[src/hw/lpcPkg.sv]
package lpcPkg;

	//////////////////////////////////////////////////////////////////////
	// Frame and coefficient geometry
	//////////////////////////////////////////////////////////////////////

	// Samples per 5 ms frame at 8 kHz
	localparam int frameLen = 40;
	// LPC order, highest autocorrelation lag
	localparam int lpcOrder = 10;
	localparam int numCoef = lpcOrder + 1;

	localparam int sampleW = 16;
	localparam int coefW = 32;
	// Width of the external result address
	localparam int addrW = 12;

	// Sequencer state codes
	localparam logic [1:0] stIdle = 2'd0;
	localparam logic [1:0] stCorr = 2'd1;
	localparam logic [1:0] stDrain = 2'd2;

	//////////////////////////////////////////////////////////////////////
	// Lag window, Q15
	//////////////////////////////////////////////////////////////////////

	// Entry 0 doubles as white-noise correction on r[0]
	// Entries 1..10 follow the G.729 Gaussian window
	localparam logic [15:0] lagTable [0:numCoef-1] = '{
		16'd32767, 16'd32728, 16'd32619, 16'd32438, 16'd32187, 16'd31867,
		16'd31480, 16'd31029, 16'd30517, 16'd29946, 16'd29321
	};

	// Coefficient word, seen whole or in double-precision halves
	// hi is signed, lo is the unsigned remainder
	typedef union packed {
		logic signed [coefW-1:0] whole;
		struct packed {
			logic signed [15:0] hi;
			logic [15:0] lo;
		} dp;
	} acWord;

endpackage

[src/hw/frameBuffer.sv]
`timescale 1ns/1ps

module frameBuffer (
	input  logic clock,
	input  logic rstN,
	input  logic start,
	input  logic signed [lpcPkg::sampleW-1:0] xn,
	input  logic bankSel,
	input  logic bankRelease,
	input  logic [5:0] rdIdxA,
	input  logic [5:0] rdIdxB,
	output logic frameReady,
	output logic readyBank,
	output logic overrun,
	output logic signed [lpcPkg::sampleW-1:0] sampA,
	output logic signed [lpcPkg::sampleW-1:0] sampB
);

	// Ping-pong sample store, two banks of one frame each
	logic signed [lpcPkg::sampleW-1:0] mem [0:1][0:lpcPkg::frameLen-1];

	// Next write slot in the filling bank
	logic [5:0] wrIdx;
	// Bank currently being filled
	logic fillBank;
	// One full flag per bank
	logic [1:0] full;
	logic wrEn;
	logic lastWr;

	// Sample is taken only if the filling bank is free
	assign wrEn = start & ~full[fillBank];
	// Both banks busy, sample lost on this cycle
	assign overrun = start & full[fillBank];
	assign lastWr = wrEn && (wrIdx == 6'(lpcPkg::frameLen - 1));

	//////////////////////////////////////////////////////////////////////
	// Write side control
	//////////////////////////////////////////////////////////////////////

	always_ff @(posedge clock) begin
		if (!rstN) begin
			wrIdx <= '0;
			fillBank <= 1'b0;
			full <= 2'b00;
			frameReady <= 1'b0;
			readyBank <= 1'b0;
		end else begin
			frameReady <= 1'b0;
			// Sequencer done with this bank
			if (bankRelease)
				full[bankSel] <= 1'b0;
			if (wrEn) begin
				if (lastWr) begin
					// Frame complete, hand over and swap banks
					wrIdx <= '0;
					full[fillBank] <= 1'b1;
					fillBank <= ~fillBank;
					frameReady <= 1'b1;
					readyBank <= fillBank;
				end else begin
					wrIdx <= wrIdx + 6'd1;
				end
			end
		end
	end

	// Storage and registered dual read port
	always_ff @(posedge clock) begin
		if (wrEn)
			mem[fillBank][wrIdx] <= xn;
		sampA <= mem[bankSel][rdIdxA];
		sampB <= mem[bankSel][rdIdxB];
	end

	// Sequencer only frees a bank holding a complete frame
	assert property (@(posedge clock) disable iff (!rstN) bankRelease |-> full[bankSel])
		else $error("bankRelease on empty bank %0d", bankSel);

endmodule

[src/hw/lpcSequencer.sv]
`timescale 1ns/1ps

module lpcSequencer (
	input  logic clock,
	input  logic rstN,
	input  logic frameReady,
	input  logic readyBank,
	input  logic acDone,
	input  logic winValid,
	input  logic [3:0] winIdx,
	output logic acGo,
	output logic bankSel,
	output logic bankRelease,
	output logic done
);

	logic [1:0] state;
	// One full bank waiting while busy
	logic pending;
	logic pendBank;
	logic lastWin;

	// Final windowed coefficient closes the frame
	assign lastWin = winValid && (winIdx == 4'(lpcPkg::lpcOrder));

	always_ff @(posedge clock) begin
		if (!rstN) begin
			state <= lpcPkg::stIdle;
			pending <= 1'b0;
			pendBank <= 1'b0;
			bankSel <= 1'b0;
			acGo <= 1'b0;
			bankRelease <= 1'b0;
			done <= 1'b0;
		end else begin
			acGo <= 1'b0;
			bankRelease <= 1'b0;
			done <= 1'b0;
			case (state)
				lpcPkg::stIdle: begin
					if (pending) begin
						// Waiting bank goes first
						bankSel <= pendBank;
						acGo <= 1'b1;
						state <= lpcPkg::stCorr;
						pending <= frameReady;
						pendBank <= readyBank;
					end else if (frameReady) begin
						bankSel <= readyBank;
						acGo <= 1'b1;
						state <= lpcPkg::stCorr;
					end
				end
				lpcPkg::stCorr: begin
					if (frameReady) begin
						pending <= 1'b1;
						pendBank <= readyBank;
					end
					if (acDone)
						state <= lpcPkg::stDrain;
				end
				default: begin
					if (frameReady) begin
						pending <= 1'b1;
						pendBank <= readyBank;
					end
					// Lag window pipeline empty, free the bank
					if (lastWin) begin
						bankRelease <= 1'b1;
						done <= 1'b1;
						state <= lpcPkg::stIdle;
					end
				end
			endcase
		end
	end

	// Last window only arrives once the engine has finished
	assert property (@(posedge clock) disable iff (!rstN)
		lastWin |-> state == lpcPkg::stDrain)
		else $error("final window coefficient before acDone");

endmodule

[src/hw/autocorr.sv]
`timescale 1ns/1ps

module autocorr (
	input  logic clock,
	input  logic rstN,
	input  logic acGo,
	input  logic signed [lpcPkg::sampleW-1:0] sampA,
	input  logic signed [lpcPkg::sampleW-1:0] sampB,
	output logic [5:0] rdIdxA,
	output logic [5:0] rdIdxB,
	output logic coefValid,
	output logic [3:0] coefIdx,
	output lpcPkg::acWord coefValue,
	output logic acDone
);

	logic busy;
	// Current lag
	logic [3:0] k;
	// Current sample index, runs k..39
	logic [5:0] n;
	// One idle read slot at the end of each lag
	logic drainCyc;
	// Sample pair on sampA/sampB is valid
	logic macEn;
	logic issue;
	logic signed [39:0] acc;
	logic signed [31:0] prod;
	logic signed [39:0] sum;
	logic signed [31:0] satSum;

	// Idle indices point at x[0], so the acGo cycle is the first read
	assign rdIdxA = n;
	assign rdIdxB = n - 6'(k);
	assign issue = acGo | (busy & ~drainCyc);

	//////////////////////////////////////////////////////////////////////
	// MAC datapath
	//////////////////////////////////////////////////////////////////////

	assign prod = sampA * sampB;
	assign sum = macEn ? acc + 40'(prod) : acc;

	// Clamp to signed 32 bits
	always_comb begin
		if (sum[39:31] == {9{sum[39]}})
			satSum = sum[31:0];
		else if (sum[39])
			satSum = 32'sh8000_0000;
		else
			satSum = 32'sh7FFF_FFFF;
	end

	//////////////////////////////////////////////////////////////////////
	// Index walk and output
	//////////////////////////////////////////////////////////////////////

	always_ff @(posedge clock) begin
		if (!rstN) begin
			busy <= 1'b0;
			k <= '0;
			n <= '0;
			drainCyc <= 1'b0;
			macEn <= 1'b0;
			acc <= '0;
			coefValid <= 1'b0;
			acDone <= 1'b0;
		end else begin
			macEn <= issue;
			coefValid <= 1'b0;
			acDone <= 1'b0;
			// Last product folds in on the drain cycle
			if (drainCyc)
				acc <= '0;
			else if (macEn)
				acc <= sum;
			if (acGo && !busy) begin
				busy <= 1'b1;
				n <= 6'd1;
			end else if (busy) begin
				if (drainCyc) begin
					drainCyc <= 1'b0;
					coefValid <= 1'b1;
					if (k == 4'(lpcPkg::lpcOrder)) begin
						// All eleven lags out
						busy <= 1'b0;
						k <= '0;
						n <= '0;
						acDone <= 1'b1;
					end else begin
						k <= k + 4'd1;
						n <= 6'(k) + 6'd1;
					end
				end else if (n == 6'(lpcPkg::frameLen - 1)) begin
					drainCyc <= 1'b1;
				end else begin
					n <= n + 6'd1;
				end
			end
		end
	end

	// Result payload
	always_ff @(posedge clock) begin
		if (busy && drainCyc) begin
			coefIdx <= k;
			coefValue.whole <= satSum;
		end
	end

	// Sequencer never restarts a run in progress
	assert property (@(posedge clock) disable iff (!rstN) acGo |-> !busy)
		else $error("acGo while busy at lag %0d", k);

endmodule

[src/hw/lagWindow.sv]
`timescale 1ns/1ps

module lagWindow (
	input  logic clock,
	input  logic rstN,
	input  logic coefValid,
	input  logic [3:0] coefIdx,
	input  lpcPkg::acWord coefValue,
	output logic winValid,
	output logic [3:0] winIdx,
	output lpcPkg::acWord winValue
);

	logic v1;
	logic [3:0] idx1;
	// Partial products of the double-precision halves
	logic signed [31:0] pHi;
	logic [31:0] pLo;
	logic [15:0] lagW;
	logic signed [47:0] total;

	assign lagW = lpcPkg::lagTable[coefIdx];

	//////////////////////////////////////////////////////////////////////
	// Stage one, split multiply
	//////////////////////////////////////////////////////////////////////

	always_ff @(posedge clock) begin
		if (!rstN)
			v1 <= 1'b0;
		else
			v1 <= coefValid;
	end

	always_ff @(posedge clock) begin
		idx1 <= coefIdx;
		// Window constant is positive, zero-extended as signed
		pHi <= coefValue.dp.hi * $signed({1'b0, lagW});
		pLo <= coefValue.dp.lo * lagW;
	end

	//////////////////////////////////////////////////////////////////////
	// Stage two, recombine and scale
	//////////////////////////////////////////////////////////////////////

	// hi*2^16 + lo gives the full product exactly
	assign total = (48'(pHi) <<< 16) + 48'(pLo);

	always_ff @(posedge clock) begin
		if (!rstN)
			winValid <= 1'b0;
		else
			winValid <= v1;
	end

	always_ff @(posedge clock) begin
		winIdx <= idx1;
		// Back to Q0, arithmetic shift then truncate
		winValue.whole <= 32'(total >>> 15);
	end

endmodule

[src/hw/outBuffer.sv]
`timescale 1ns/1ps

module outBuffer (
	input  logic clock,
	input  logic rstN,
	input  logic winValid,
	input  logic [3:0] winIdx,
	input  lpcPkg::acWord winValue,
	input  logic [lpcPkg::addrW-1:0] outBufAddr,
	output logic [lpcPkg::coefW-1:0] out
);

	// Windowed r[0..10]
	lpcPkg::acWord coefMem [0:lpcPkg::numCoef-1];

	always_ff @(posedge clock) begin
		if (!rstN) begin
			for (int i = 0; i < lpcPkg::numCoef; i++)
				coefMem[i] <= '0;
			out <= '0;
		end else begin
			if (winValid && (winIdx < 4'(lpcPkg::numCoef)))
				coefMem[winIdx] <= winValue;
			// Registered read, zero past the last coefficient
			if (outBufAddr < lpcPkg::addrW'(lpcPkg::numCoef))
				out <= coefMem[outBufAddr[3:0]].whole;
			else
				out <= '0;
		end
	end

endmodule

[src/hw/g729LpcTop.sv]
`timescale 1ns/1ps

module g729LpcTop (
	input  logic clock,
	input  logic rstN,
	input  logic start,
	input  logic signed [lpcPkg::sampleW-1:0] xn,
	input  logic [lpcPkg::addrW-1:0] outBufAddr,
	output logic [lpcPkg::coefW-1:0] out,
	output logic done,
	output logic overrun
);

	// Frame buffer handshake
	logic frameReady;
	logic readyBank;
	logic bankSel;
	logic bankRelease;
	// Autocorrelation read port
	logic [5:0] rdIdxA;
	logic [5:0] rdIdxB;
	logic signed [lpcPkg::sampleW-1:0] sampA;
	logic signed [lpcPkg::sampleW-1:0] sampB;
	logic acGo;
	logic acDone;
	// Coefficient streams
	logic coefValid;
	logic [3:0] coefIdx;
	lpcPkg::acWord coefValue;
	logic winValid;
	logic [3:0] winIdx;
	lpcPkg::acWord winValue;

	frameBuffer iFrameBuffer (
		.clock(clock), .rstN(rstN), .start(start), .xn(xn),
		.bankSel(bankSel), .bankRelease(bankRelease),
		.rdIdxA(rdIdxA), .rdIdxB(rdIdxB),
		.frameReady(frameReady), .readyBank(readyBank), .overrun(overrun),
		.sampA(sampA), .sampB(sampB)
	);

	lpcSequencer iLpcSequencer (
		.clock(clock), .rstN(rstN), .frameReady(frameReady), .readyBank(readyBank),
		.acDone(acDone), .winValid(winValid), .winIdx(winIdx),
		.acGo(acGo), .bankSel(bankSel), .bankRelease(bankRelease), .done(done)
	);

	autocorr iAutocorr (
		.clock(clock), .rstN(rstN), .acGo(acGo), .sampA(sampA), .sampB(sampB),
		.rdIdxA(rdIdxA), .rdIdxB(rdIdxB), .coefValid(coefValid), .coefIdx(coefIdx),
		.coefValue(coefValue), .acDone(acDone)
	);

	// Two-cycle window multiply
	lagWindow iLagWindow (
		.clock(clock), .rstN(rstN), .coefValid(coefValid), .coefIdx(coefIdx),
		.coefValue(coefValue), .winValid(winValid), .winIdx(winIdx), .winValue(winValue)
	);

	outBuffer iOutBuffer (
		.clock(clock), .rstN(rstN), .winValid(winValid), .winIdx(winIdx),
		.winValue(winValue), .outBufAddr(outBufAddr), .out(out)
	);

endmodule

[config.mk]
export PLATFORM = sky130hd
export DESIGN_NAME = g729LpcTop
export DESIGN_NICKNAME = d
export VERILOG_FILES = /design/src/hw/lpcPkg.sv /design/src/hw/frameBuffer.sv /design/src/hw/lpcSequencer.sv /design/src/hw/autocorr.sv /design/src/hw/lagWindow.sv /design/src/hw/outBuffer.sv /design/src/hw/g729LpcTop.sv
export SDC_FILE = /design/constraint.sdc
export NUM_CORES = 2
export LEC_CHECK = 0
export BUFFER_PORTS_ARGS = -buffer_cell sky130_fd_sc_hd__buf_2
export CAP_MARGIN = 20
export CORE_ASPECT_RATIO = 0.75
export CORE_UTILIZATION = 65
export DETAILED_ROUTE_END_ITERATION = 10
export PLACE_DENSITY_LB_ADDON = 0.3
export RECOVER_POWER = 25
export SYNTH_ARGS = -nofsm -noshare
export SYNTH_HDL_FRONTEND = slang
export SYNTH_HIERARCHICAL = 1
export SYNTH_SLANG_ARGS = --single-unit
[constraint.sdc]
create_clock -name clock -period 14.9 [get_ports clock]
set_input_delay 2.235 -clock clock [delete_from_list [all_inputs] [get_ports clock]]
set_output_delay 2.235 -clock clock [all_outputs]
set_load 0.05 [all_outputs]
==> out/results.tsv <==
metric	value	unit
vias	72367	
grt_antenna_before_repair	17	
synth_edf_count	1639	
drtAntennaViolNets	0	
p_seq_share	30.9	%
post-cts-setup-buffer-count	0	
gr-total-overflow	0	
viasPerCell	6.821	
cts_tree	done	
p_int	11.63	mW
final_cells	10610	
start_util	65.70	%
cts_buffers	178	
relSlewSlack	-207.0	%
dieWidth	481.6	um
area_delta_synth_final	7.647	%
yosys_register_bits	1898	
power_frac_clock	24.5	%
clock_skew	74.59	ps
hold_viol_final	0	
gp_congestion	0.9457	
status	finished, violations left	
cp.required	15560	ps
first_iter_violations	10522	
reg2reg_depth	25	
drive_gt1_share	15.09	%
clock-sinks	1898	
cts_max_level	4	
end_kind	flop	
synthCells	8232	
p_leak	44.46	nW
yosysSeqAreaShare	48.53	%
cts_resized	0	
cts_hold_buffers	0	
ir_worst_vdd	0.5849	mV
die_y	361.7	um
period_minus_slack	8993	ps
switching_share	38.56	%
tightest_slew	4605	ps
rrSetupSlack	5910	ps
dp_hpwl	206700	um
p_sw	7.302	mW
dp_cells	10267	
routedWlPerCell	29.89	um
die_area	0.1742	mm^2
firstDrtPassIters	6	
start_kind	flop	
cts.path.max_buffers	3	
violations	capacitance limit, slew limit	
setup_viol	0	
syn_area	0.1121	mm^2
worstPathMaxFanout	32	
worstHoldPathCells	0	
track_usage	37.01	%
holdCritPathClass	reg2reg	
drc	0	
synth_cell_type_count	99	
rsz0062_at_grt	no	
r2r_end	iLagWindow/pLo[27]$_DFF_P_	
max_freq	111.2	MHz
grt_max_degree	114	
crit_type	reg2reg	
ys.flop_type	edfxtp_1	
rr_startpoint	iAutocorr/coefIdx[1]$_DFFE_PP_	
clk_pin_slew	70	ps
synth_warnings	6	
port-buffer-count	64	
async_reset_ff_share	0	%
io_pins	65	
slew_viol_final	1377	
whs	318.2	ps
power_density	156.9	mW/mm^2
fp.coreArea	0.1706	mm^2
num_rows	131	
syn_avg_cell_area	13.62	um^2
holdPathEnd	iLagWindow/winIdx[0]$_DFF_P_	
final_nets	9287	
maxCapViolations	19	
clk_latency	880	ps
grt_pass1_wl	470900	um
min_from	iLagWindow/idx1[0]$_DFF_P_	
final_core_utilization	70.73	%
crit_arrival	9650	ps
setup_tns	0	ps
wl	317100	um
first_global_vias	74118	
pwr-share-comb	44.5	%
period_share	60.35	%
cts_root_buffer	clkbuf_16	
==> power groups by stage <==
stage          Clock [mW]  Sequential (mW)  Combinational, mW
2_1_floorplan           0             5.93               6.54
3_3_place_gp            0             5.95               8.30
3_5_place_dp            0             5.96               8.30
4_1_cts              4.66             5.85               8.37
5_1_grt              4.86             5.86               9.58
6_report             4.65             5.86               8.43
==> metal layers <==
metal  track usage, %  vias to the layer above  wire, um
li1                 -                    29423         -
met1            50.59                    36511    114100
met2            53.82                     5464    137700
met3            14.77                      949     51340
met4            13.57                       20     13850
met5           0.1942                        -       126
==> final cells by class <==
cell class,instances,area (um^2)
sequential,1898,54420
multi-input combinational,4861,51830
fill,10946,49940
clock buffer,241,4970
inverter,979,3691
tap,2261,2829
timing repair buffer,276,1981
clock inverter,88,952.2
antenna,6,15.01
==> cell usage in the layout (no fill, tap or decap), types with 16 or more instances in the layout <==
cell type / synthesis / layout
and2_1: 283 / 279
a21o_1: 29 / 29
a221oi_1: 26 / 26
dfxtp_1: 259 / 252
buf_2: 137 / 64
o21ai_0: 93 / 92
o32ai_1: 18 / 18
fa_1: 692 / 691
clkbuf_16: 0 / 185
nor4_1: 19 / 18
buf_4: 53 / 180
clkinv_2: 0 / 29
edfxtp_1: 1639 / 1639
a21oi_1: 158 / 156
mux2_2: 38 / 38
nor2b_1: 65 / 61
a22oi_1: 112 / 112
nor3_1: 39 / 38
xor2_1: 36 / 35
o211ai_1: 27 / 27
inv_1: 976 / 973
nor2_2: 2 / 20
nand3_1: 135 / 133
clkbuf_1: 251 / 63
ha_1: 370 / 370
o21ai_1: 35 / 34
mux4_2: 606 / 606
a211oi_1: 24 / 24
a31oi_1: 42 / 42
clkinv_1: 2 / 28
o221ai_1: 16 / 16
nand2_1: 507 / 500
o21a_1: 20 / 20
nor2_1: 639 / 620
mux2i_1: 421 / 421
nand2b_1: 33 / 33
xnor2_1: 75 / 74
o22ai_1: 75 / 75
==> worst max-delay path by stage <==
stage	from	to	slack, ps	cells past startpoint
6_report	iAutocorr/coefIdx[1]$_DFFE_PP_	iLagWindow/pLo[27]$_DFF_P_	5910	25
5_1_grt	iAutocorr/coefIdx[1]$_DFFE_PP_	iLagWindow/pLo[27]$_DFF_P_	5630	25
4_1_cts	iFrameBuffer/sampA[15]$_DFF_P_	iAutocorr/coefValue[0]$_DFFE_PP_	6540	24
3_5_place_dp	iFrameBuffer/sampA[15]$_DFF_P_	iAutocorr/coefValue[0]$_DFFE_PP_	6570	22
3_3_place_gp	iFrameBuffer/sampA[15]$_DFF_P_	iAutocorr/coefValue[0]$_DFFE_PP_	6790	24
2_1_floorplan	iFrameBuffer/sampA[15]$_DFF_P_	iAutocorr/coefValue[21]$_DFFE_PP_	7460	26
==> worst max-delay path, stage by stage, from the launching register on <==
cell	delay, ps
edfxtp_1	590
inv_1	160
ha_1	310
mux2_2	340
o21ai_4	130
clkbuf_1	1350
nand2_1	270
fa_1	580
fa_1	490
fa_1	560
inv_1	60
fa_1	510
fa_1	510
inv_1	50
fa_1	480
inv_1	40
ha_1	290
nand4_1	130
nor4_1	360
and4_1	410
o31ai_4	100
a211oi_2	390
a21oi_2	170
nor2b_1	140
nor2_1	60
xnor2_1	340
==> Yosys cell counts, types with 16 or more instances <==
cell type	instances	area [um^2]
a31oi_1	42	262.8
buf_2	137	685.7
edfxtp_1	1639	49220
nor3_1	39	195.2
o32ai_1	18	157.7
a22oi_1	112	840.8
xnor2_1	75	656.9
mux2i_1	421	4214
xor2_1	36	315.3
ha_1	370	4629
buf_6	23	259.0
o22ai_1	75	469.2
buf_4	53	397.9
a21o_1	29	217.7
nor2_1	639	2399
o21ai_1	35	175.2
o21ai_0	93	465.5
fa_1	692	13850
o211ai_1	27	202.7
nand3_1	135	675.7
nand2b_1	33	206.5
nor2b_1	65	406.6
o21a_1	20	150.1
inv_1	976	3664
mux2_2	38	427.9
a211oi_1	24	180.2
buf_1	32	120.1
o221ai_1	16	140.1
mux4_2	606	13650
nor4_1	19	118.9
nand2_1	507	1903
clkbuf_1	251	942.2
dfxtp_1	259	5185
and2_1	283	1770
a21oi_1	158	790.8
a221oi_1	26	227.7
==> flip-flops by register name (all words and copies together) (netlist names), 17 cells and up <==
register             flops
iLagWindow/pLo          17
iOutBuffer/coefMem     355
iAutocorr/coefValue     32
iLagWindow/pHi          31
iLagWindow/winValue     32
iAutocorr/acc           40
iFrameBuffer/mem      1280
iOutBuffer/out          32
==> per-stage QoR <==
step | worst slack, ps | power, mW | cell area (um^2)
2_1_floorplan | 7456 | 12.48 | 112100
3_3_place_gp | 6787 | 14.25 | 114700
3_5_place_dp | 6574 | 14.26 | 114700
4_1_cts | 6537 | 18.88 | 120600
5_1_grt | 5634 | 20.30 | 120700
6_report | 5908 | 18.94 | 120700
==> logic make-up after synthesis <==
kind of cell	share of synthesized area, %
flops	48.53
simple gates	7.459
buf+inv	5.423
mux	16.31
fa+ha+maj	16.49
compound gates	4.922
xor+xnor	0.8672
other cells	0.003345
(Power assumes the default switching activity.)
